==> config.mk <==
export PLATFORM = sky130hd
export DESIGN_NAME = por_counter
export DESIGN_NICKNAME = d
export VERILOG_FILES = /design/src/verilog/por_counter.sv
export SDC_FILE = /design/constraint.sdc
export NUM_CORES = 1
export LEC_CHECK = 0
export ABC_AREA = 1
export BUFFER_PORTS_ARGS = -buffer_cell sky130_fd_sc_hd__buf_2
export CAP_MARGIN = 30
export CORE_MARGIN = 5
export CORE_UTILIZATION = 40
export CTS_CLUSTER_DIAMETER = 80
export DETAILED_ROUTE_END_ITERATION = 16
export PLACE_DENSITY = 0.58
export SYNTH_ARGS = -nofsm -noshare
export SYNTH_HDL_FRONTEND = slang
export SYNTH_SLANG_ARGS = --single-unit
==> constraint.sdc <==
create_clock -name clk -period 1.2 [get_ports clk]
set_input_delay 0.36 -clock clk [delete_from_list [all_inputs] [get_ports clk]]
set_output_delay 0.36 -clock clk [all_outputs]
set_load 0.02 [all_outputs]
==> src/verilog/por_counter.sv <==
module por_counter #(
   parameter int por_cnt_w = 11
) (
   input  logic clk,
   input  logic reset,
   output logic sys_resetn
);

   // free-running until the top bit sets, then frozen
   logic [por_cnt_w-1:0] cnt;

   //////////////////////////////////////////////////////////////////////
   // power-on count
   //////////////////////////////////////////////////////////////////////

   // cleared by the external reset
   // top bit sets 2**(por_cnt_w-1) edges after reset falls
   always_ff @(posedge clk or posedge reset) begin
      if (reset) begin
         cnt <= '0;
      end else if (!cnt[por_cnt_w-1]) begin
         // still counting
         cnt <= cnt + por_cnt_w'(1);
      end
   end

   // top bit is the internal active-low reset
   // low through reset and the whole count
   assign sys_resetn = cnt[por_cnt_w-1];

endmodule

==> results of run 1 <==
-- final cells by class --
cell class | instances | area [um^2] | share of cell area
timing repair buffer | 4 | 35.0 | 0.0516
multi-input combinational | 46 | 262 | 0.385
sequential | 11 | 275 | 0.405
tap | 15 | 18.8 | 0.0276
clock buffer | 3 | 22.5 | 0.0331
clock inverter | 1 | 5.00 | 0.00737
inverter | 15 | 61.3 | 0.0902
-- logic make-up (layout without fill, tap and decap cells) --
family                   after synthesis  in the layout  share of synthesized area
AND/OR/NAND/NOR                       41             41                      0.341
buffers and inverters                 15             23                     0.0978
flip-flops                            11             11                      0.478
XOR/XNOR                               4              4                     0.0609
adder cells (fa/ha/maj)                1              1                     0.0217
-- cell usage after synthesis --
cell and number:
dfrtp_1 11, ha_1 1, inv_1 13, inv_2 2
nand2_1 19, nand2_2 1, nand3_1 3, nand3b_1 1
nand4_1 3, nor2_1 8, nor2_4 1, nor3_1 4
nor3_4 1, xnor2_1 1, xor2_1 3
-- layer usage --
| layer | vias to the layer above | wire (um) | part of all wire |
|---|---|---|---|
| li1 | 237 | - | - |
| met3 | 5 | 74 | 0.071 |
| met1 | 208 | 479 | 0.46 |
| met4 | 0 | 40 | 0.038 |
| met2 | 15 | 455 | 0.43 |
| met5 | - | 0 | 0 |
-- per-stage QoR --
stage	cells	hold WS [ns]	TNS (ns)	worst slack (ns)	util
finish	95	0.0576	0	0.0195	0.509
global route	95	0.0882	-0.0569	-0.0295	0.509
CTS	95	0.0698	0	0.0185	0.485
detailed placement	90	0.375	0	0.0717	0.459
global placement	90	0.376	0	0.0958	0.459
floorplan	72	0.212	0	0.115	-
-- path summary, 6_finish.rpt --
| check | cells past startpoint | to | slack, ns | from |
|---|---|---|---|---|
| min in group clk | 2 | cnt[9] | 0.50 | cnt[9] |
| max | 1 | sys_resetn | 0.02 | cnt[10] |
| max in group asynchronous | 2 | cnt[7] | 0.85 | reset |
| min | 2 | cnt[2] | 0.06 | reset |
| max reg2reg | 6 | cnt[5] | 0.07 | cnt[10] |
| min reg2reg | 2 | cnt[9] | 0.50 | cnt[9] |
-- power by group through the flow --
stage | combinational (mW) | clock [mW] | sequential [mW]
3_3_place_gp | 0.00938 | 0 | 0.378
4_1_cts | 0.00933 | 0.267 | 0.370
2_1_floorplan | 0.00568 | 0 | 0.378
3_5_place_dp | 0.00934 | 0 | 0.378
5_1_grt | 0.0106 | 0.289 | 0.370
6_report | 0.00853 | 0.260 | 0.370
-- timing repair --
item	CTS	global route
setup buffers	1	0
pin swaps	0	2
gates resized for setup	0	9
setup endpoints to repair	1	6
==> impl_metrics.json, run 1 <==
{
  "status": "complete, no violations",
  "cts_tree": "yes",
  "antenna_found_initial": 0,
  "met3_usage": 0.0338,
  "synth_fp_nets": 75,
  "dr.pass1.iters": 5,
  "synthesis.instances": 72,
  "max_cap_violations": 0,
  "finalInstanceArea_um2": 679,
  "cts_sinks": 11,
  "syn_area_per_cell_um2": 7.99,
  "port_buffers": 2,
  "synth.distinct_cells": 15,
  "htree_levels": 1,
  "p_sw_mw": 0.143,
  "path_delay_family": "flip-flops",
  "timing.fmax_ghz": 0.847,
  "design_power_total_mw": 0.638,
  "slew_violations": 0,
  "grtUsageTotal": 0.114,
  "top_usage_layer": "met2",
  "largestRegisters": "cnt x11",
  "rsz0062_at_grt": "yes",
  "arrival_ns": 0.82,
  "period_share": 0.984,
  "gp_congestion": 0.790,
  "fin_worst_skew_ns": 0.00255,
  "groute.layer.met1.usage": 0.145,
  "p_sw_frac": 0.224,
  "yosysTopAreaCellShare": 0.478,
  "grt_overflow": 0,
  "regMostFlops": "cnt",
  "powerDensity_nw_per_um2": 940,
  "critical_path_class": "reg -> out",
  "initial_core_util": 0.432,
  "nFillCells": 128,
  "critPathMaxStageDelay_ns": 0.40,
  "synth_area_um2": 576,
  "leakagePower_nw": 0.356,
  "largest_register_ffs": 11,
  "combPwrFrac": 0.013,
  "clk_path_buf_depth": 2,
  "start_kind": "register",
  "drt_wl_total_um": 1050,
  "final_hold_viol_count": 0,
  "layout-drive-gt1-share": 0.200,
  "final_common_cell": "nand2_1",
  "first_iter_violations": 15,
  "area_delta_synth_final_pct": 18.0,
  "path_cells": "buf_6",
  "yosysTopAreaCell": "dfrtp_1",
  "tightest_slew_ns": 0.417,
  "seq_power_share": 0.580,
  "ys_ff_latch": 11,
  "vias": 465,
  "clkSlewWorstSetupHoldPaths_ns": 0.07,
  "clock_latency_ns": 0.28,
  "clockRootBuffer": "clkbuf_4",
  "dpl-instance-area_um2": 612,
  "grt_pass1_wl_um": 1700,
  "grt_max_degree": 12,
  "die_w_um": 47.9,
  "final_cell_mix": "19 x nand2_1, 13 x inv_1, 11 x dfrtp_1, 7 x nor2_1",
  "antenna_cells": 0,
  "max_slew_margin": 0.722,
  "p_int_mw": 0.495,
  "design.core.area_um2": 1330,
  "cts_hold_buf": 0,
  "numCtsBuffers": 3,
  "timing.critical_path.buf_inv": 1,
  "grt_pass1_vias": 387,
  "nets": 84,
  "hold_class": "in -> async",
  "viasPerCell": 4.89,
  "ys_seq_area_frac": 0.478,
  "p_clk_frac": 0.407,
  "ys_warn_count": 0,
  "rows": 13,
  "wire_per_inst_um": 11.0,
  "drc": 0,
  "num_io_pins": 3,
  "die_h_um": 47.9,
  "fin_crit_ns": 1.18,
  "synthTopCellsByArea": "dfrtp_1 48%, nand2_1 12%, inv_1 8.5%, nor2_1 5.2%, xor2_1 4.6%",
  "crit_fanout": 2,
  "critPathSlowestCell": "dfrtp_1",
  "grt_util_met2": 0.156,
  "die_area_um2": 2300,
  "ir_drop_v": 0.000611,
  "setup.worst_path.end_class": "output pin",
  "ant_nets": 0,
  "setup_viol": 0,
  "dpl.hpwl_um": 746,
  "required_ns": 0.84
}
(Power assumes the default switching activity.)
==> inputs of run 2 (changes only) <==
--- a/config.mk
+++ b/config.mk
@@ -8,11 +8,13 @@
 export ABC_AREA = 1
 export BUFFER_PORTS_ARGS = -buffer_cell sky130_fd_sc_hd__buf_2
 export CAP_MARGIN = 30
+export CELL_PAD_IN_SITES_DETAIL_PLACEMENT = 2
+export CELL_PAD_IN_SITES_GLOBAL_PLACEMENT = 2
 export CORE_MARGIN = 5
-export CORE_UTILIZATION = 40
+export CORE_UTILIZATION = 33
 export CTS_CLUSTER_DIAMETER = 80
 export DETAILED_ROUTE_END_ITERATION = 16
-export PLACE_DENSITY = 0.58
+export PLACE_DENSITY = 0.74
 export SYNTH_ARGS = -nofsm -noshare
 export SYNTH_HDL_FRONTEND = slang
 export SYNTH_SLANG_ARGS = --single-unit
==> impl_metrics.json, run 2 (synthesis results as in run 1) <==
{
  "cts_hold_buf": 0,
  "crit_fanout": 4,
  "viasPerCell": 4.69,
  "ir_drop_v": 0.000449,
  "cts_tree": "yes",
  "nets": 86,
  "setup_slack_ns": -0.0186,
  "grt_pass1_vias": 549,
  "critical_path_class": "reg -> out",
  "antenna_found_initial": 0,
  "area_delta_synth_final_pct": 18.0,
  "status": "complete, but fails checks",
  "tightest_slew_ns": 0.437,
  "final_hold_viol_count": 0,
  "rsz0062_at_grt": "yes",
  "required_ns": 0.84,
  "port_buffers": 2,
  "leakagePower_nw": 0.357,
  "path_cells": "buf_6",
  "grtUsageTotal": 0.132,
  "grt_pass1_wl_um": 2440,
  "design.core.area_um2": 1690,
  "die_area_um2": 2680,
  "timing.hold.ws_ns": 0.0717,
  "die_w_um": 51.8,
  "regMostFlops": "cnt",
  "vias": 464,
  "start_kind": "register",
  "largestRegisters": "cnt x11",
  "slew_violations": 0,
  "period_share": 1.02,
  "grt_overflow": 0,
  "setup_viol": 1,
  "critPathSlowestCell": "dfrtp_1",
  "max_cap_violations": 0,
  "arrival_ns": 0.86,
  "drt_wl_total_um": 1410,
  "fin_worst_skew_ns": 0.00308,
  "setup.worst_path.end_class": "output pin",
  "layout-drive-gt1-share": 0.207,
  "timing.critical_path.buf_inv": 1,
  "htree_levels": 1,
  "clk_path_buf_depth": 2,
  "die_h_um": 51.8,
  "largest_register_ffs": 11,
  "clkSlewWorstSetupHoldPaths_ns": 0.08,
  "cts_sinks": 11,
  "fin_crit_ns": 1.22,
  "ant_nets": 0,
  "drc": 0,
  "numCtsBuffers": 3,
  "critPathMaxStageDelay_ns": 0.43,
  "wire_per_inst_um": 14.3,
  "dpl-instance-area_um2": 614,
  "dr.pass1.iters": 3,
  "final_cell_mix": "19 x nand2_1, 13 x inv_1, 11 x dfrtp_1, 7 x nor2_1, 4 x buf_4",
  "grt_max_degree": 12,
  "antenna_cells": 0,
  "place_ws_ns": 0.0437,
  "violations": "setup timing",
  "gp_congestion": 0.709,
  "clockRootBuffer": "clkbuf_4",
  "powerDensity_nw_per_um2": 944,
  "num_io_pins": 3,
  "final_common_cell": "nand2_1",
  "timing.fmax_ghz": 0.821,
  "initial_core_util": 0.341,
  "nFillCells": 205,
  "hold_class": "in -> async",
  "first_iter_violations": 6,
  "rows": 15,
  "dpl.hpwl_um": 1000,
  "max_slew_margin": 0.709,
  "clock_latency_ns": 0.27,
  "finalInstanceArea_um2": 679,
  "path_delay_family": "flip-flops"
}
==> run 2: metal layers <==
metal	track usage	part of all wire	up-vias
li1	-	-	237
met2	0.225	0.51	4
met4	0.0786	0.016	0
met1	0.146	0.45	219
met3	0.0344	0.021	4
met5	0	0	-
==> run 2: path summary, 6_finish.rpt <==
path                       cells after the start    endpoint  slack, ns  startpoint
hold / removal                                 2      cnt[8]       0.07       reset
max in group asynchronous                      2     cnt[10]       0.82       reset
setup reg to reg                               4      cnt[4]       0.05      cnt[1]
hold reg to reg                                1      cnt[4]       0.50      cnt[4]
setup / recovery                               1  sys_resetn      -0.02     cnt[10]
min in group clk                               1      cnt[4]       0.50      cnt[4]
==> run 2: through the flow <==
| step | setup TNS [ns] | util | instances | power, mW |
|---|---|---|---|---|
| after floorplan | 0 | - | 72 | 0.383 |
| after global placement | 0 | 0.364 | 92 | 0.387 |
| after detailed placement | 0 | 0.364 | 92 | 0.388 |
| after CTS | -0.0336 | 0.387 | 97 | 0.662 |
| after global routing | -0.0732 | 0.402 | 99 | 0.699 |
| final | -0.0186 | 0.402 | 99 | 0.642 |
==> run 2: cell type report <==
type / instances / area [um^2] / area share
Sequential cell: 11 / 275 / 0.405
Multi-Input combinational cell: 46 / 254 / 0.374
Inverter: 15 / 56.3 / 0.0829
Timing Repair Buffer: 6 / 46.3 / 0.0681
Clock buffer: 4 / 26.3 / 0.0387
Tap cell: 17 / 21.3 / 0.0313
==> run 2: power breakdown <==
group	total (mW)	internal (mW)	switching [mW]
combinational	0.00888	0.00134	0.00754
clock	0.262	0.129	0.134
sequential	0.370	0.370	0
==> run 2: timing repair <==
| action | CTS | global route |
|---|---|---|
| pin swaps | 0 | 4 |
| setup endpoints to repair | 1 | 4 |
| resized for setup | 2 | 3 |
| setup buffers | 1 | 2 |
