## config.mk

```make
export PLATFORM = sky130hd
export DESIGN_NAME = native_interconnect
export DESIGN_NICKNAME = d
export VERILOG_FILES = /design/src/verilog/soc_pkg.sv /design/src/verilog/native_interconnect.sv
export SDC_FILE = /design/constraint.sdc
export NUM_CORES = 1
export LEC_CHECK = 0
export ABC_AREA = 1
export ABC_CLOCK_PERIOD_IN_PS = 1400
export BUFFER_PORTS_ARGS = -buffer_cell sky130_fd_sc_hd__buf_2
export CAP_MARGIN = 20
export CORE_AREA = 2 2 119 121
export DETAILED_ROUTE_END_ITERATION = 12
export DIE_AREA = 0 0 121 123
export GPL_TIMING_DRIVEN = 1
export PLACE_DENSITY = 0.46
export SETUP_SLACK_MARGIN = 0.5
export SLEW_MARGIN = 40
export SYNTH_ARGS = -nofsm -noshare
export SYNTH_HDL_FRONTEND = slang
export SYNTH_SLANG_ARGS = --single-unit
```

## constraint.sdc

```tcl
create_clock -name vclk -period 1.4
set_input_delay 0.21 -clock vclk [all_inputs]
set_output_delay 0.21 -clock vclk [all_outputs]
set_load 0.005 [all_outputs]
```

## src/verilog/soc_pkg.sv

```systemverilog
package soc_pkg;

   //////////////////////////////////////////////////////////////////////
   // native bus base types
   //////////////////////////////////////////////////////////////////////

   // byte address as issued by the master
   typedef logic [31:0] addr_t;

   // one bus word
   typedef logic [31:0] data_t;

   // one strobe per byte lane
   // all zero means a read
   typedef logic [3:0] strb_t;

   //////////////////////////////////////////////////////////////////////
   // request and response bundles
   //////////////////////////////////////////////////////////////////////

   // master to slave, 69 bits
   // valid held with stable payload until ready is seen
   typedef struct packed {
      logic  valid;
      addr_t addr;
      data_t wdata;
      strb_t wstrb;
   } native_req_t;

   // slave to master, 33 bits
   // ready is a single-cycle pulse, rdata valid with it
   typedef struct packed {
      logic  ready;
      data_t rdata;
   } native_rsp_t;

   //////////////////////////////////////////////////////////////////////
   // decode and soft reset
   //////////////////////////////////////////////////////////////////////

   // target of the current request
   typedef enum logic [0:0] {
      slave_boot = 1'b0,
      slave_main = 1'b1
   } slave_sel_t;

   // any valid access here fires the soft reset
   // bit 31 is set, so main memory answers the access itself
   localparam addr_t soft_reset_addr = 32'hffff_fffc;

   // length of the rotating soft-reset register
   localparam int soft_reset_w = 5;

endpackage

```

## src/verilog/native_interconnect.sv

```systemverilog
module native_interconnect (
   input  logic                   mem_sel,
   input  soc_pkg::native_req_t   bus_req,
   output soc_pkg::native_rsp_t   bus_rsp,
   output soc_pkg::native_req_t   boot_req,
   input  soc_pkg::native_rsp_t   boot_rsp,
   output soc_pkg::native_req_t   main_req,
   input  soc_pkg::native_rsp_t   main_rsp,
   output soc_pkg::slave_sel_t    s_sel
);

   // address bit 31 of the request
   logic hi_region;

   // one-hot enables, derived from s_sel
   logic boot_en;
   logic main_en;

   //////////////////////////////////////////////////////////////////////
   // address decode
   //////////////////////////////////////////////////////////////////////

   assign hi_region = bus_req.addr[31];

   // upper half always goes to main memory
   // lower half goes to boot until the switch flag is up
   always_comb begin
      if (hi_region || mem_sel) begin
         s_sel = soc_pkg::slave_main;
      end else begin
         s_sel = soc_pkg::slave_boot;
      end
   end

   assign boot_en = (s_sel == soc_pkg::slave_boot);
   assign main_en = (s_sel == soc_pkg::slave_main);

   //////////////////////////////////////////////////////////////////////
   // request fan-out
   //////////////////////////////////////////////////////////////////////

   // payload goes to both slaves unchanged
   // only the selected one sees valid
   always_comb begin
      boot_req       = bus_req;
      boot_req.valid = bus_req.valid && boot_en;
   end

   always_comb begin
      main_req       = bus_req;
      main_req.valid = bus_req.valid && main_en;
   end

   //////////////////////////////////////////////////////////////////////
   // response steering
   //////////////////////////////////////////////////////////////////////

   // master holds the request through the ready cycle
   // so the select is still valid when the answer comes back
   always_comb begin
      if (main_en) begin
         bus_rsp = main_rsp;
      end else begin
         bus_rsp = boot_rsp;
      end
   end

endmodule

```

==> results.sh, run 1 <==
export IMPL_synth_nets=385
export IMPL_max_slew_margin_rel_pct=82.4
export IMPL_design_seq_count=0
export IMPL_ios=308
export IMPL_synthMuxAreaShare_pct=0
export IMPL_core_area_um2=13600
export IMPL_dieHeight_um=123
export IMPL_period_minus_slack_ns=1.20
export IMPL_avgSynthCellArea_um2=6.17
export IMPL_cp_required_ns=1.19
export IMPL_final_seq_area_um2=0
export IMPL_cp_max_fo=8
export IMPL_drive_gt1_share_pct=72.7
export IMPL_fmax_ghz=0.833
export IMPL_holdPathStages=0
export IMPL_critPathLaunchType="input pin"
export IMPL_critPathArrivalTime_ns=0.99
export IMPL_synthCells=249
export IMPL_fill_cells=1591
export IMPL_cp_end_kind="output pin"
export IMPL_drcViolationCount=0
export IMPL_rsz0062_at_grt="true"
export IMPL_yosys_area_share_simple_pct=18.2
export IMPL_yosys_warnings=0
export IMPL_syn_area_um2=1540
export IMPL_wl_mm=5.56
export IMPL_synthXorXnorAreaFrac_pct=0
export IMPL_worst_ir_drop_vdd_v=0.0000493
export IMPL_hold_violations=0
export IMPL_yosys_area_share_adder_pct=0
export IMPL_io_buffers=107
export IMPL_finalMaxSlewViolations=0
export IMPL_fin_crit_sh_pct=85.8
export IMPL_post_place_ws_ns=0.110
export IMPL_fp_dieW_um=121
export IMPL_drt_pass1_iterations=4
export IMPL_critical_path_class="in2out"
export IMPL_ys_types=11
export IMPL_setup_tns_ns=0
export IMPL_clock_buffers=0
export IMPL_globalplace_congestion=0.666
export IMPL_grt_ovfl_total=0
export IMPL_tightest_slew_ns=0.262
export IMPL_start_util_pct=11.3
export IMPL_cap_violations=0
export IMPL_drtIter0Drc=27
export IMPL_grtUsageTotal_pct=6.61
export IMPL_grt_max_degree=14
export IMPL_nets=365
export IMPL_final_antenna_net_count=0
export IMPL_dieArea_um2=14900
export IMPL_ys_seq_area_share_pct=0
export IMPL_viasPerCell=3.20
export IMPL_syn_to_final_growth_pct=8.55
export IMPL_cellPowerDensity_nw_per_um2=287
export IMPL_leakage_nw=0.910
export IMPL_rows=43
export IMPL_synth_compound_area_share_pct=10.7
export IMPL_grt_pass1_wl_mm=7.24
export IMPL_post_drt_wl_per_cell_um=13.6
export IMPL_dpl_hpwl_mm=4.04
export IMPL_status="finished clean"
export IMPL_antenna_found_initial=1
export IMPL_synth_top_family_by_area="buffers and inverters"
export IMPL_grt_pass1_vias=1256
export IMPL_hold_path_class="in2out"
export IMPL_setup_slack_ns=0.199
export IMPL_final_util_pct=12.3
export IMPL_cts_hold_buf=0
export IMPL_setup_viol=0
export IMPL_vias=1304
==> cell usage after synthesis <==
library cell,number,share of area (%)
o21ai_0,32,10
buf_4,136,66
buf_2,3,0.98
inv_1,2,0.49
nor2_4,1,0.73
nand2_2,5,2.0
buf_6,3,2.2
clkbuf_2,3,0.98
o21ai_1,1,0.33
nand2_1,61,15
nor2_1,2,0.49
==> area by class of cell <==
type	instances	area, µm²	area share (%)
timing repair buffer	123	823	49.4
multi-input combinational	102	607	36.4
tap	180	225	13.5
inverter	2	10.0	0.600
antenna	1	2.50	0.150
==> critical path, stage by stage <==
cell and delay, ns:
buf_12 0.11, nor2_4 0.16, buf_12 0.14, buf_16 0.14, nand2_2 0.05, nand2_1 0.06, buf_2 0.11
==> timing repair <==
action	4_1_cts	5_1_grt
gates resized for setup	39	35
pin swaps	2	3
setup buffers	4	3
endpoints found under the setup margin	37	36
cloned	3	0
==> layout by cell type (no fill, tap or decap) <==
cell     instances
inv_1            1
buf_8            1
nand2_2         24
buf_6            8
nand2_4         15
nor2_4           1
o21ai_0         31
buf_2           99
inv_4            1
o21ai_1          2
nand2_1         27
nor2_1           1
buf_16           3
buf_4            8
nor2_2           1
diode_2          1
buf_12           4
==> routing by layer <==
metal  routed length [µm]  track usage (%)  vias to the layer above
met5                    0                0                        -
met4                  375             4.80                        0
met3                  574             1.38                       52
met2                 2840             12.7                      103
met1                 1770             6.11                      553
li1                     -                -                      596
==> cells by family after synthesis <==
family | after synthesis
buf+inv | 147
compound gates | 33
simple gates | 69
==> metrics by stage <==
step                hold WS, ns  cells  instance area, µm²  power (mW)
finish                    0.420    408                1670       0.479
global route              0.420    408                1670       0.526
CTS                       0.420    404                1500       0.431
detailed placement        0.420    397                1270       0.345
global placement          0.420    397                1270       0.346
floorplan                 0.501    249                1540       0.442
==> report_power, final <==
part | leakage, nW | switching (mW) | total (mW) | internal (mW)
combinational | 0.910 | 0.225 | 0.479 | 0.254
sequential | 0 | 0 | 0 | 0
clock | 0.00000634 | 0 | 0.0000000957 | 0.0000000957
==> worst paths after layout <==
kind | startpoint | to | slack [ns]
setup / recovery | mem_sel | bus_rsp[24] | 0.20
hold / removal | bus_req[59] | boot_req[59] | 0.42
Power figures use the tool's default switching activity.
==> run 2: changes to the inputs <==
--- a/config.mk
+++ b/config.mk
@@ -5,13 +5,12 @@
 export SDC_FILE = /design/constraint.sdc
 export NUM_CORES = 1
 export LEC_CHECK = 0
-export ABC_AREA = 1
 export ABC_CLOCK_PERIOD_IN_PS = 1400
 export BUFFER_PORTS_ARGS = -buffer_cell sky130_fd_sc_hd__buf_2
 export CAP_MARGIN = 20
-export CORE_AREA = 2 2 119 121
+export CORE_AREA = 2 2 118 120
 export DETAILED_ROUTE_END_ITERATION = 12
-export DIE_AREA = 0 0 121 123
+export DIE_AREA = 0 0 120 122
 export GPL_TIMING_DRIVEN = 1
 export PLACE_DENSITY = 0.46
 export SETUP_SLACK_MARGIN = 0.5
==> run 2 against run 1 <==
Against the previous run: global-route usage is 1.8 points lower; non-clock buffer count down 11; die area decreased by 1.6%; cell count is 19% lower; clock-buffer cell count unchanged; total power fell by 7.4%; largest cell class unchanged; sequential share of layout area unchanged; worst hold slack barely moved; largest power group unchanged; via count decreased by 34%.
==> results.sh, run 2 <==
export IMPL_status="finished clean"
export IMPL_vias=867
export IMPL_clock_buffers=0
export IMPL_final_seq_area_um2=0
export IMPL_fin_crit_sh_pct=98.2
export IMPL_drive_gt1_share_pct=98.0
export IMPL_cts_hold_buf=0
export IMPL_final_cell_mix="buf_2, mux2_4, buf_6"
export IMPL_synth_nets=312
export IMPL_hold_start="bus_req[11]"
export IMPL_setup_viol=0
export IMPL_cp_end_kind="output pin"
export IMPL_diodes=0
export IMPL_met3_length_um=614
export IMPL_design_seq_count=0
export IMPL_clkPwrFrac_pct=0
export IMPL_critPathArrivalTime_ns=1.16
export IMPL_synth_area_top_cells="buf_4, mux2_2, buf_6, mux2_1, nor2_4"
export IMPL_post_place_ws_ns=-0.00965
export IMPL_crit_chain="buf_8 -> nor2_4 -> buf_12 -> mux2_2 -> buf_2"
export IMPL_cellPowerDensity_nw_per_um2=298
export IMPL_io_buffers=107
export IMPL_min_to="boot_req[11]"
export IMPL_layout_commonest_cell="buf_2"
export IMPL_highest_layer="met5"
export IMPL_synthTopCellsByCount="buf_4, mux2_2, buf_6"
export IMPL_grt_pass1_vias=880
export IMPL_p_total_uw=444
export IMPL_holdPathStages=0
export IMPL_p_switching_uw=138
export IMPL_power_frac_comb_pct=100.0
export IMPL_dr_wl_met2_mm=2.01
export IMPL_critical_path_class="in2out"
export IMPL_yosys_warnings=0
export IMPL_dpl_hpwl_mm=3.73
export IMPL_rows=43
export IMPL_drtIter0Drc=5
export IMPL_setup_slack_ns=0.0251
export IMPL_grt_ovfl_total=0
export IMPL_slowest_delay_ns=0.36
export IMPL_avgSynthCellArea_um2=8.26
export IMPL_rsz0062_at_grt="true"
export IMPL_hold_path_class="in2out"
export IMPL_final_antenna_net_count=0
export IMPL_core_area_um2=13500
export IMPL_fmax_ghz=0.727
export IMPL_synth_area_leader_cell="buf_4"
export IMPL_swShare_pct=31.1
export IMPL_drt_pass1_iterations=2
export IMPL_synthCells=176
export IMPL_post_drt_wl_per_cell_um=12.7
export IMPL_drt_met1_wl_mm=1.28
export IMPL_ys_seq_area_share_pct=0
export IMPL_cp_required_ns=1.19
export IMPL_power_frac_seq_pct=0
export IMPL_max_slew_margin_rel_pct=87.1
export IMPL_grt_pass1_wl_mm=5.24
export IMPL_fp_dieW_um=120
export IMPL_viasPerCell=2.64
export IMPL_ys_types=8
export IMPL_antenna_found_initial=2
export IMPL_final_util_pct=11.0
export IMPL_grt_max_degree=27
export IMPL_grtUsageTotal_pct=4.77
export IMPL_cp_max_fo=26
export IMPL_critPathLaunchType="input pin"
export IMPL_ios=308
export IMPL_nets=287
export IMPL_period_minus_slack_ns=1.37
export IMPL_crit_path_top_delay_cell="mux2_2"
export IMPL_hold_violations=0
export IMPL_synth_top_area_share_pct=70.2
export IMPL_cap_violations=0
export IMPL_wl_mm=4.18
export IMPL_drcViolationCount=0
export IMPL_yosysMostFrequentCell="buf_4"
export IMPL_dieArea_um2=14600
export IMPL_globalplace_congestion=0.608
export IMPL_p_int_uw=306
export IMPL_worst_ir_drop_vdd_v=0.0000469
export IMPL_leakage_nw=0.748
export IMPL_fill_cells=1555
export IMPL_syn_to_final_growth_pct=2.41
export IMPL_start_util_pct=10.8
export IMPL_syn_area_um2=1450
export IMPL_tightest_slew_ns=0.194
export IMPL_finalMaxSlewViolations=0
export IMPL_dieHeight_um=122
## run 2: cell count changes after synthesis, sizes merged, moves of 2 or more
cell,previous run,this run
nand2,66,0
buf,142,139
o21ai,33,0
nor2,3,1
clkbuf,3,0
mux2,0,33
## run 2: how the worst max path moves through the flow
stage | start | end | slack, ns | cells after the start
after floorplan | bus_req[67] | bus_rsp[10] | 0.26 | 3
after global placement | bus_req[67] | bus_rsp[32] | 0.02 | 5
after detailed placement | bus_req[67] | bus_rsp[0] | -0.01 | 5
after CTS | bus_req[67] | bus_rsp[0] | 0.02 | 5
after global routing | bus_req[67] | bus_rsp[3] | -0.02 | 5
final | bus_req[67] | bus_rsp[1] | 0.03 | 5
## run 2: repair_timing
item,in CTS,in global routing
setup buffers,2,0
gates resized for setup,14,22
pin swaps,0,0
setup endpoints to repair,36,36
## run 2: metrics by stage
step / instance area [µm²] / setup TNS (ns) / hold slack (ns) / cells
after floorplan: 1530 / 0 / 0.501 / 176
after global placement: 1270 / 0 / 0.420 / 327
after detailed placement: 1270 / -0.0219 / 0.420 / 327
after CTS: 1360 / 0 / 0.420 / 329
after global routing: 1490 / -0.0615 / 0.420 / 329
final: 1490 / 0 / 0.420 / 329
## run 2: layout make-up
class / instances / area [µm²] / share of cell area, %
tap: 180 / 225 / 15.1
multi-input combinational: 36 / 500 / 33.6
timing repair buffer: 112 / 759 / 51.0
inverter: 1 / 3.75 / 0.252
## run 2: cell families (layout without fill, tap and decap cells)
kind of cell,after synthesis,in the layout,share of synthesized area [%]
buf+inv,140,113,72.8
mux,33,33,25.6
simple gates,3,3,1.64
## run 2: power by group through the flow
stage | combinational, mW | clock [mW] | sequential [mW]
6_report | 0.444 | 0 | 0
2_1_floorplan | 0.472 | 0 | 0
5_1_grt | 0.474 | 0 | 0
3_5_place_dp | 0.353 | 0 | 0
4_1_cts | 0.388 | 0 | 0
3_3_place_gp | 0.346 | 0 | 0
## run 2: metal layers
metal / track usage [%] / vias to the layer above
met1: 4.40 / 361
met2: 8.66 / 90
met5: 0 / -
met4: 3.09 / 4
met3: 1.97 / 44
li1: - / 368
## run 2: critical path: cells and delay by family
| family | cells | cell delay [ns] |
|---|---|---|
| buf+inv | 3 | 0.44 |
| mux | 1 | 0.36 |
| simple gates | 1 | 0.13 |
