`src/verilog/soc_pkg.sv`:
```
package soc_pkg;

   //////////////////////////////////////////////////////////////////////
   // native bus base types
   //////////////////////////////////////////////////////////////////////

   // byte address as issued by the master
   typedef logic [31:0] addr_t;

   // one bus word
   typedef logic [31:0] data_t;

   // one strobe per byte lane
   // all zero means a read
   typedef logic [3:0] strb_t;

   //////////////////////////////////////////////////////////////////////
   // request and response bundles
   //////////////////////////////////////////////////////////////////////

   // master to slave, 69 bits
   // valid held with stable payload until ready is seen
   typedef struct packed {
      logic  valid;
      addr_t addr;
      data_t wdata;
      strb_t wstrb;
   } native_req_t;

   // slave to master, 33 bits
   // ready is a single-cycle pulse, rdata valid with it
   typedef struct packed {
      logic  ready;
      data_t rdata;
   } native_rsp_t;

   //////////////////////////////////////////////////////////////////////
   // decode and soft reset
   //////////////////////////////////////////////////////////////////////

   // target of the current request
   typedef enum logic [0:0] {
      slave_boot = 1'b0,
      slave_main = 1'b1
   } slave_sel_t;

   // any valid access here fires the soft reset
   // bit 31 is set, so main memory answers the access itself
   localparam addr_t soft_reset_addr = 32'hffff_fffc;

   // length of the rotating soft-reset register
   localparam int soft_reset_w = 5;

endpackage

```
`src/verilog/soft_reset_ctrl.sv`:
```
module soft_reset_ctrl (
   input  logic                 clk,
   input  logic                 sys_resetn,
   input  soc_pkg::native_req_t bus_req,
   output logic                 mem_sel,
   output logic                 cpu_reset
);

   localparam int rot_w = soc_pkg::soft_reset_w;

   // idle pattern, single one in the top position
   localparam logic [rot_w-1:0] rot_idle = {1'b1, {(rot_w - 1){1'b0}}};

   // rotating soft-reset register
   logic [rot_w-1:0] rot;

   // valid request at the soft-reset address
   logic hit;

   //////////////////////////////////////////////////////////////////////
   // request compare
   //////////////////////////////////////////////////////////////////////

   // full 32-bit compare, reads and writes alike
   assign hit = bus_req.valid && (bus_req.addr == soc_pkg::soft_reset_addr);

   //////////////////////////////////////////////////////////////////////
   // switch flag and rotate
   //////////////////////////////////////////////////////////////////////

   always_ff @(posedge clk) begin
      if (!sys_resetn) begin
         // back to boot memory
         rot     <= rot_idle;
         mem_sel <= 1'b0;
      end else if (hit) begin
         // rotate left once per edge while the request stays up
         // first edge moves the one into bit 0
         rot     <= {rot[rot_w-2:0], rot[rot_w-1]};
         // sticky until the next system reset
         mem_sel <= 1'b1;
      end else begin
         // no access, park the pattern
         rot <= rot_idle;
      end
   end

   //////////////////////////////////////////////////////////////////////
   // processor reset
   //////////////////////////////////////////////////////////////////////

   // bit 0 high only in the cycle after the first hit edge
   // a two-cycle access rotates it out again on the second edge
   // system reset keeps the processor held as well
   assign cpu_reset = rot[0] | ~sys_resetn;

endmodule

```
`config.mk`:
```
export PLATFORM = sky130hd
export DESIGN_NAME = soft_reset_ctrl
export DESIGN_NICKNAME = d
export VERILOG_FILES = /design/src/verilog/soc_pkg.sv /design/src/verilog/soft_reset_ctrl.sv
export SDC_FILE = /design/constraint.sdc
export NUM_CORES = 1
export LEC_CHECK = 0
export BUFFER_PORTS_ARGS = -buffer_cell sky130_fd_sc_hd__buf_2
export CAP_MARGIN = 20
export CORE_MARGIN = 3
export CORE_UTILIZATION = 20
export DETAILED_ROUTE_END_ITERATION = 7
export PLACE_DENSITY = 0.8
export RECOVER_POWER = 50
export SYNTH_ARGS = -nofsm -noshare
export SYNTH_HDL_FRONTEND = slang
export SYNTH_SLANG_ARGS = --single-unit
export TNS_END_PERCENT = 10
```
`constraint.sdc`:
```
create_clock -name clk -period 2.1 [get_ports clk]
set_clock_uncertainty 0.1 [all_clocks]
set_input_delay 0 -clock clk [delete_from_list [all_inputs] [get_ports clk]]
set_output_delay 0 -clock clk [all_outputs]
set_load 0.02 [all_outputs]
```
==> results of run 1 <==
-- sequential cells by signal (all words and copies together), names as in the netlist --
name / count
rot: 5
mem_sel: 1
-- cells by family after synthesis --
| kind of cell | count (synthesis) |
|---|---|
| flops | 6 |
| simple gates | 18 |
| compound gates | 1 |
| buf+inv | 6 |
-- stage by stage --
stage / std cells / util (%) / setup slack, ns / cell area (sq um)
detailed placement: 79 / 38.50 / 0.6229 / 456.7
floorplan: 31 / - / 0.7606 / 267.8
global route: 83 / 40.93 / 0.2165 / 485.5
finish: 83 / 40.93 / 0.3190 / 485.5
global placement: 79 / 38.50 / 0.6352 / 456.7
CTS: 83 / 41.24 / 0.3644 / 489.2
-- per-layer routing --
metal	global-route usage [%]	share of wire [%]	vias up	wire length (um)
met1	9.463	39	147	309
met5	0	0	-	0
li1	-	-	199	-
met4	7.453	1.0	0	8
met3	6.867	16	2	125
met2	16.11	44	28	351
-- placed cells by master (no fill, tap or decap), drive strengths merged --
cell / netlist / layout
buf: 0 / 33
inv: 4 / 4
dlygate4sd3: 0 / 1
dfxtp: 6 / 6
and4: 1 / 1
or3: 1 / 1
nand4: 5 / 5
nand2: 2 / 2
clkbuf: 2 / 6
nor4: 4 / 4
o31ai: 1 / 1
nand4b: 2 / 2
nand3: 1 / 1
or4: 2 / 2
-- worst max-delay path by stage --
| stage | to | cells after the start | slack (ns) | start |
|---|---|---|---|---|
| 2_1_floorplan | rot[4] | 4 | 0.76 | bus_req[36] |
| 3_3_place_gp | rot[4] | 4 | 0.64 | bus_req[36] |
| 3_5_place_dp | rot[4] | 4 | 0.62 | bus_req[36] |
| 4_1_cts | rot[4] | 5 | 0.36 | sys_resetn |
| 5_1_grt | rot[4] | 5 | 0.22 | sys_resetn |
| 6_report | rot[4] | 5 | 0.32 | sys_resetn |
-- critical path: cells and delay by family --
kind | cells | cell delay [ns]
AND/OR/NAND/NOR | 3 | 1.14
buffers and inverters | 2 | 0.65
-- cell type report --
class	count	share of cell area, %
repair buffers	37	38.40
multi-input cells	19	25.52
flip-flops and latches	6	24.74
clock buffers	3	4.639
well taps	14	3.608
inverters	4	3.093
-- power by group through the flow --
stage	Sequential (mW)	Clock (mW)	Combinational [mW]
after floorplan	0.116	0	0.00491
after global placement	0.116	0	0.0350
after detailed placement	0.116	0	0.0362
after CTS	0.114	0.109	0.0377
after global routing	0.114	0.118	0.0412
final	0.114	0.104	0.0367
==> results.yml, run 1 <==
layout:
  fillCellCount: 125
  area.growth.synth_to_final_pct: 81.31
  fin_nets: 142
  regArea_sq_um: 120.1
  diodes: 0
  drive_above_1_share_pct: 52.17
  multiInputGateArea_sq_um: 123.9
grt:
  grt_pass1_vias: 349
  overflow: 0
  antenna_found_initial: 0
  grt_max_degree: 7
  grt_usage_pct: 10.31
  grt_first_pass_wirelength_mm: 1.324
synthesis:
  synth_xor_area_share_pct: 0
  ys_top_cells_by_area: "dfxtp_1 (45%), nand4_1 (12%), nor4_1 (9.3%)"
  syn-num-nets: 102
  post-synth-top-area-cell: "dfxtp_1"
  async_flop_share_pct: 0
  syn_area_sq_um: 267.8
  yosys.area_share.simple_pct: 43.46
  ys_seq_area_share_pct: 44.86
  avgSynthCellArea_sq_um: 8.637
  synth_adder_area_share_pct: 0
  yosysWarningCount: 0
  synth_compound_area_share_pct: 2.804
  synth_top_family_by_area: "simple AND/OR/NAND/NOR gates"
  synth_edf_count: 0
  synth_top_area_share_pct: 44.86
  synth.area.mux_share_pct: 0
  synth_ff_type: "dfxtp_1"
  ys_top_cells_by_count: "dfxtp_1 (6), nand4_1 (5), inv_1 (4), nor4_1 (4)"
  synth-seq-cells: 6
  yosysMostFrequentCell: "dfxtp_1"
  yosys.cell_types.count: 13
  netlist_instances: 31
hold_path:
  holdPathEnd: "rot[3]"
  min-delay-start: "bus_req[43]"
  hold_path_depth: 3
  hp-class: "primary input to register"
power:
  clockPowerShare_pct: 40.7
  total_power_mw: 0.2548
  peakVddDrop_v: 0.0002411
  pwr-share-seq_pct: 44.9
  switching_share_pct: 19.81
  p_leak_nw: 0.2264
  p_comb_share_pct: 14.4
  intPower_mw: 0.2043
  p_per_area_nw_per_um2: 524.8
  switching_power_mw: 0.05048
clocking:
  cts_inserted_buffers: 3
  cts_setup_buffers: 0
  htree_levels: 1
  clk_pin_slew_ns: 0.04
  clock-sinks: 6
  post_cts_resize_count: 0
  holdBufCountCts: 1
  cts_tree: "yes"
  insertion_delay_ns: 0.24
  root_buffer: "clkbuf_4"
  cts_max_path_buffers: 2
floorplanning:
  start_util_pct: 22.57
  die_area_sq_um: 1814
  die_height_um: 42.59
  design.core.area_sq_um: 1186
  die_x_um: 42.59
  ioPinCount: 73
  fp-row-count: 12
placement:
  dpl.hpwl_um: 678.8
  globalplace.congestion: 0.6459
  io_buffers: 36
timing:
  fmax_ghz: 0.5615
  final.period_utilization_pct: 84.81
  hold_violations: 0
  whs_ns: 0.04497
  slew_headroom_pct: 83.22
  tightest_slew_ns: 0.2527
  slew_viol_final: 0
  tns_ns: 0
  rsz0062_at_grt: "false"
  setup_viol: 0
  finalCriticalPeriod_ns: 1.781
setup_path:
  cp_slowest_cell: "or4_1"
  startpoint_type: "primary input"
  path_class: "primary input to register"
  arrival_ns: 1.80
  r2r_end: "rot[4]"
  crit_path_end_kind: "register"
  rrSetupSlack_ns: 1.09
  worstReg2RegStart: "rot[3]"
  path_max_fanout: 6
  worstPathRequired_ns: 2.12
  cp_common_cell: "or4_1"
  r2r_cells: 1
  worstPathCellList: "dlygate4sd3_1, clkbuf_1, nand4_1, or4_1, or4_1"
  slowest_delay_ns: 0.62
routing:
  ant_nets: 0
  wire_per_inst_um: 9.578
  route.detailed.drc: 0
  vias: 376
  drt_iter0_drc: 5
  wirelength_um: 795
  viasPerCell: 4.530
  dr.pass1.iters: 3
run_status:
  status: "complete, no violations"
job:
  cap_violations: 0
Note: power is estimated with default switching activity, not from simulation.
==> run 2, diff against run 1 <==
--- a/config.mk
+++ b/config.mk
@@ -5,12 +5,13 @@
 export SDC_FILE = /design/constraint.sdc
 export NUM_CORES = 1
 export LEC_CHECK = 0
+export ABC_AREA = 1
 export BUFFER_PORTS_ARGS = -buffer_cell sky130_fd_sc_hd__buf_2
 export CAP_MARGIN = 20
 export CORE_MARGIN = 3
 export CORE_UTILIZATION = 20
 export DETAILED_ROUTE_END_ITERATION = 7
-export PLACE_DENSITY = 0.8
+export PLACE_DENSITY = 0.75
 export RECOVER_POWER = 50
 export SYNTH_ARGS = -nofsm -noshare
 export SYNTH_HDL_FRONTEND = slang
==> constraint.sdc (replaced) <==
create_clock -name clk -period 1.7 [get_ports clk]
set_clock_uncertainty 0.1 [all_clocks]
set_input_delay 0 -clock clk [delete_from_list [all_inputs] [get_ports clk]]
set_output_delay 0 -clock clk [all_outputs]
set_load 0.02 [all_outputs]
==> run 2 against run 1 <==
  * Setup slack got worse by 0.13 ns
  * Non-clock buffer count rose by 5
  * Wire length increased by 16%
  * Critical endpoint is now rot[1]
==> results.yml, run 2 <==
clocking:
  clk_pin_slew_ns: 0.04
  cts_tree: "yes"
  insertion_delay_ns: 0.24
  cts_setup_buffers: 0
  post_cts_resize_count: 0
  htree_levels: 1
  root_buffer: "clkbuf_4"
  cts_inserted_buffers: 3
  cts_max_path_buffers: 2
  clock-sinks: 6
routing:
  dr.pass1.iters: 4
  wire_per_inst_um: 8.537
  route.detailed.drc: 0
  wirelength_um: 922
  vias: 430
  viasPerCell: 3.981
  ant_nets: 0
  drt_iter0_drc: 2
setup_path:
  crit_path_end_kind: "register"
  cp_slowest_cell: "dlygate4sd3_1"
  cp_common_cell: "dlygate4sd3_1"
  path_max_fanout: 5
  startpoint_type: "primary input"
  arrival_ns: 1.59
  slowest_delay_ns: 0.56
  worstPathCellList: "dlygate4sd3_1, buf_2, nand3_1, dlygate4sd3_1, nor2_2, nand3_2, nor2_1"
  worstPathRequired_ns: 1.78
  path_class: "primary input to register"
layout:
  multiInputGateArea_sq_um: 158.9
  final_area_sq_um: 576.8
  regArea_sq_um: 120.1
  largest_register_ffs: 5
  area.growth.synth_to_final_pct: 93.70
  fillCellCount: 144
  mostFrequentLayoutCell: "buf_2"
  top_regs: "rot x5, mem_sel x1"
  diodes: 0
  drive_above_1_share_pct: 44.09
  fin_nets: 166
  layout_common_cells: "buf_2 (34), nand2_1 (19), nor2_1 (11)"
  top_register: "rot"
floorplanning:
  die_area_sq_um: 1988
  start_util_pct: 22.06
  design.core.area_sq_um: 1350
  die_height_um: 44.59
  die_x_um: 44.59
  fp-row-count: 13
  ioPinCount: 73
grt:
  antenna_found_initial: 0
  grt_max_degree: 6
  grt_pass1_vias: 395
  overflow: 0
  grt_first_pass_wirelength_mm: 1.435
  grt_usage_pct: 10.42
synthesis:
  yosys.cell_types.count: 8
  synth_ff_type: "dfxtp_1"
  netlist_instances: 48
  synth-seq-cells: 6
  syn_area_sq_um: 297.8
  synth_edf_count: 0
  avgSynthCellArea_sq_um: 6.204
  post-synth-top-area-cell: "dfxtp_1"
  ys_top_cells_by_count: "nand2_1 (19), nor2_1 (11), dfxtp_1 (6)"
  synth_top_area_share_pct: 40.34
  yosysWarningCount: 0
  ys_top_cells_by_area: "dfxtp_1 (40%), nand2_1 (24%), nor2_1 (14%)"
  async_flop_share_pct: 0
  yosysMostFrequentCell: "nand2_1"
  syn-num-nets: 119
  ys_seq_area_share_pct: 40.34
power:
  intPower_mw: 0.2619
  switching_share_pct: 21.51
  pwr-share-seq_pct: 42.3
  clockPowerShare_pct: 39.4
  switching_power_mw: 0.07174
  peakVddDrop_v: 0.0001576
  p_leak_nw: 0.2900
  p_per_area_nw_per_um2: 578.4
  p_comb_share_pct: 18.3
timing:
  setup_viol: 0
  fmax_ghz: 0.6615
  final.period_utilization_pct: 88.93
  tns_ns: 0
  tightest_slew_ns: 0.2523
  hold_violations: 0
  finalCriticalPeriod_ns: 1.512
  rsz0062_at_grt: "false"
  slew_headroom_pct: 83.25
  slew_viol_final: 0
placement:
  placed_area_sq_um: 496.7
  io_buffers: 36
  dpl.hpwl_um: 738.3
  globalplace.congestion: 0.6610
hold_path:
  hp-class: "primary input to register"
job:
  cap_violations: 0
run_status:
  status: "complete, no violations"
## run 2: changes by cell type after synthesis, sizes merged, moves of 3 or more
cell   delta
nand2    +17
nor2     +14
nor4      -4
nand4     -3
## run 2: kinds of logic (layout without fill, tap and decap cells)
kind of cell           after synthesis  count (layout)  share of synthesized area, %
DFF                                  6               6                         40.34
and+or+nand+nor                     37              37                         53.36
buffers and inverters                5              50                         6.303
## run 2: area by class of cell
cell class / instances / share of cell area (%)
flip-flops and latches: 6 / 20.82
well taps: 15 / 3.254
repair buffers: 42 / 41.21
inverters: 5 / 3.254
clock buffers: 3 / 3.905
multi-input cells: 37 / 27.55
## run 2: critical path, delay by kind of cell
| family | cells | cell delay [ns] |
|---|---|---|
| buffers and inverters | 3 | 1.17 |
| AND/OR/NAND/NOR | 4 | 0.42 |
## run 2: what timing repair did
item                                   in CTS  in global routing
setup endpoints to repair                   0                  0
hold buffers                                6                  0
endpoints found under the hold margin       2                  0
## run 2: routing by layer
metal | vias up | part of all wire [%] | GRT usage (%)
met5 | - | 0 | 0
met4 | 0 | 3.1 | 9.036
met3 | 4 | 14 | 3.659
met2 | 25 | 48 | 19.20
met1 | 166 | 34 | 8.475
li1 | 235 | - | -
## run 2: power by group through the flow
stage	combinational [mW]	clock, mW	sequential (mW)
after floorplan	0.0125	0	0.144
after global placement	0.0496	0	0.144
after detailed placement	0.0517	0	0.144
after CTS	0.0615	0.136	0.141
after global routing	0.0683	0.137	0.141
final	0.0611	0.131	0.141
## run 2: worst paths after layout
check	from	to	slack, ns	cells past startpoint
worst max-delay path	bus_req[43]	rot[1]	0.19	7
worst min register to register	rot[4]	rot[0]	0.31	2
worst max register to register	rot[3]	rot[4]	1.04	2
worst min-delay path	bus_req[39]	rot[4]	0.01	4
## run 2: metrics by stage
step                hold slack (ns)  total power, mW  util (%)  worst slack [ns]  cells
finish                      0.01090           0.3336     42.72            0.1883    108
global route                0.05593           0.3466     42.72           0.03834    108
CTS                        0.008716           0.3383     42.91            0.1777    108
detailed placement           0.1455           0.1954     36.79            0.8783     99
global placement             0.1348           0.1934     36.79            0.8969     99
floorplan                   0.01146           0.1562         -             1.001     48
==> run 3, diff against run 2 <==
--- a/config.mk
+++ b/config.mk
@@ -12,7 +12,6 @@
 export CORE_UTILIZATION = 20
 export DETAILED_ROUTE_END_ITERATION = 7
 export PLACE_DENSITY = 0.75
-export RECOVER_POWER = 50
 export SYNTH_ARGS = -nofsm -noshare
 export SYNTH_HDL_FRONTEND = slang
 export SYNTH_SLANG_ARGS = --single-unit
==> run 3 against run 2 <==
  * Combinational power is essentially flat
  * Fmax is the same
  * Wire length shrank 0.33%
  * Setup slack is the same
  * Global-route usage is the same
  * Critical path type unchanged
  * Highest routed layer unchanged
  * Cell count is the same
==> results.yml, run 3 (synthesis gave the netlist of run 2 again) <==
layout:
  diodes: 0
  top_register: "rot"
  final_cells: 108
  post-route-util_pct: 42.91
  fin_nets: 166
  area.growth.synth_to_final_pct: 94.54
  layout_common_cells: "buf_2 (36), nand2_1 (19), nor2_1 (11)"
  drive_above_1_share_pct: 46.24
  top_regs: "rot x5, mem_sel x1"
  final_area_sq_um: 579.3
  mostFrequentLayoutCell: "buf_2"
  largest_register_ffs: 5
floorplanning:
  ioPinCount: 73
  fp-row-count: 13
  die_area_sq_um: 1988
  start_util_pct: 22.06
  design.core.area_sq_um: 1350
  die_x_um: 44.59
  die_height_um: 44.59
timing:
  finalCriticalPeriod_ns: 1.512
  slew_viol_final: 0
  hold_violations: 0
  rsz0062_at_grt: "false"
  fmax_ghz: 0.6615
  final.setup.worst_slack_ns: 0.1883
  whs_ns: 0.01090
  tightest_slew_ns: 0.1286
  slew_headroom_pct: 91.42
  final.period_utilization_pct: 88.93
  setup_viol: 0
  tns_ns: 0
hold_path:
  holdPathEnd: "rot[4]"
  hp-class: "primary input to register"
  hold_path_depth: 4
  min-delay-start: "bus_req[39]"
setup_path:
  crit_buf_inv: 3
  r2r_cells: 2
  path_max_fanout: 5
  worstPathRequired_ns: 1.78
  worstReg2RegStart: "rot[3]"
  path_delay_family: "buffers and inverters"
  arrival_ns: 1.59
  startpoint: "bus_req[43]"
  path_class: "primary input to register"
  rrSetupSlack_ns: 1.04
  slowest_delay_ns: 0.56
  r2r_end: "rot[4]"
  crit_path_end_kind: "register"
  cp_slowest_cell: "dlygate4sd3_1"
  startpoint_type: "primary input"
  worstPathCellList: "dlygate4sd3_1, buf_2, nand3_1, dlygate4sd3_1, nor2_2, nand3_2, nor2_1"
  cp_common_cell: "dlygate4sd3_1"
power:
  p_per_area_nw_per_um2: 576.4
  peakVddDrop_v: 0.0001578
  p_leak_nw: 0.2972
  total_power_mw: 0.3339
placement:
  dpl.hpwl_um: 738.3
  io_buffers: 36
  globalplace.congestion: 0.6610
  placed_area_sq_um: 496.7
  place_ws_ns: 0.8783
  dp_cells: 99
clocking:
  htree_levels: 1
  cts_max_path_buffers: 2
  clk_pin_slew_ns: 0.04
  cts_tree: "yes"
  clock-sinks: 6
  insertion_delay_ns: 0.24
  post_cts_resize_count: 0
  root_buffer: "clkbuf_4"
  cts_inserted_buffers: 3
grt:
  grt_pass1_vias: 395
  antenna_found_initial: 0
  grt_usage_pct: 10.42
  grt_first_pass_wirelength_mm: 1.435
  grt_max_degree: 6
  overflow: 0
run_status:
  status: "complete, no violations"
routing:
  wirelength_um: 919
  route.detailed.drc: 0
  wire_per_inst_um: 8.509
  drt_iter0_drc: 2
  vias: 430
  ant_nets: 0
  viasPerCell: 3.981
  dr.pass1.iters: 4
job:
  cap_violations: 0
run 3: per-layer routing:
| metal | part of all wire [%] | global-route usage [%] |
|---|---|---|
| met1 | 34 | 8.475 |
| met3 | 14 | 3.659 |
| met2 | 49 | 19.20 |
| met5 | 0 | 0 |
| met4 | 3.2 | 9.036 |
run 3: layout make-up:
cell class              count  area [sq um]
multi-input cells          37         158.9
inverters                   5         18.77
repair buffers             42         240.2
fillers                   144         770.7
flip-flops and latches      6         120.1
clock buffers               3         22.52
well taps                  15         18.77
run 3: worst max-delay path by stage:
stage                    to  slack, ns  depth (start not counted)
floorplan           mem_sel       1.00                          2
global placement     rot[1]       0.90                          7
detailed placement   rot[1]       0.88                          7
CTS                  rot[1]       0.18                          7
global route         rot[2]       0.04                          7
finish               rot[1]       0.19                          7
run 3: worst min-delay path: cells and delay by family:
kind          cells  cell delay, ns
simple gates      3            0.22
buf+inv           1            0.09
run 3: power by group:
part	internal, mW	leakage [nW]	switching [mW]
logic	0.0412	0.235	0.0202
registers	0.141	0.0483	0.00000000000611
clock network	0.0799	0.0138	0.0515
total	0.262	0.297	0.0717
run 3: timing repair:
action / in CTS / in global routing
buffers inserted: 0 / 0
hold buffers: 6 / 0
endpoints found under the hold margin: 2 / 0
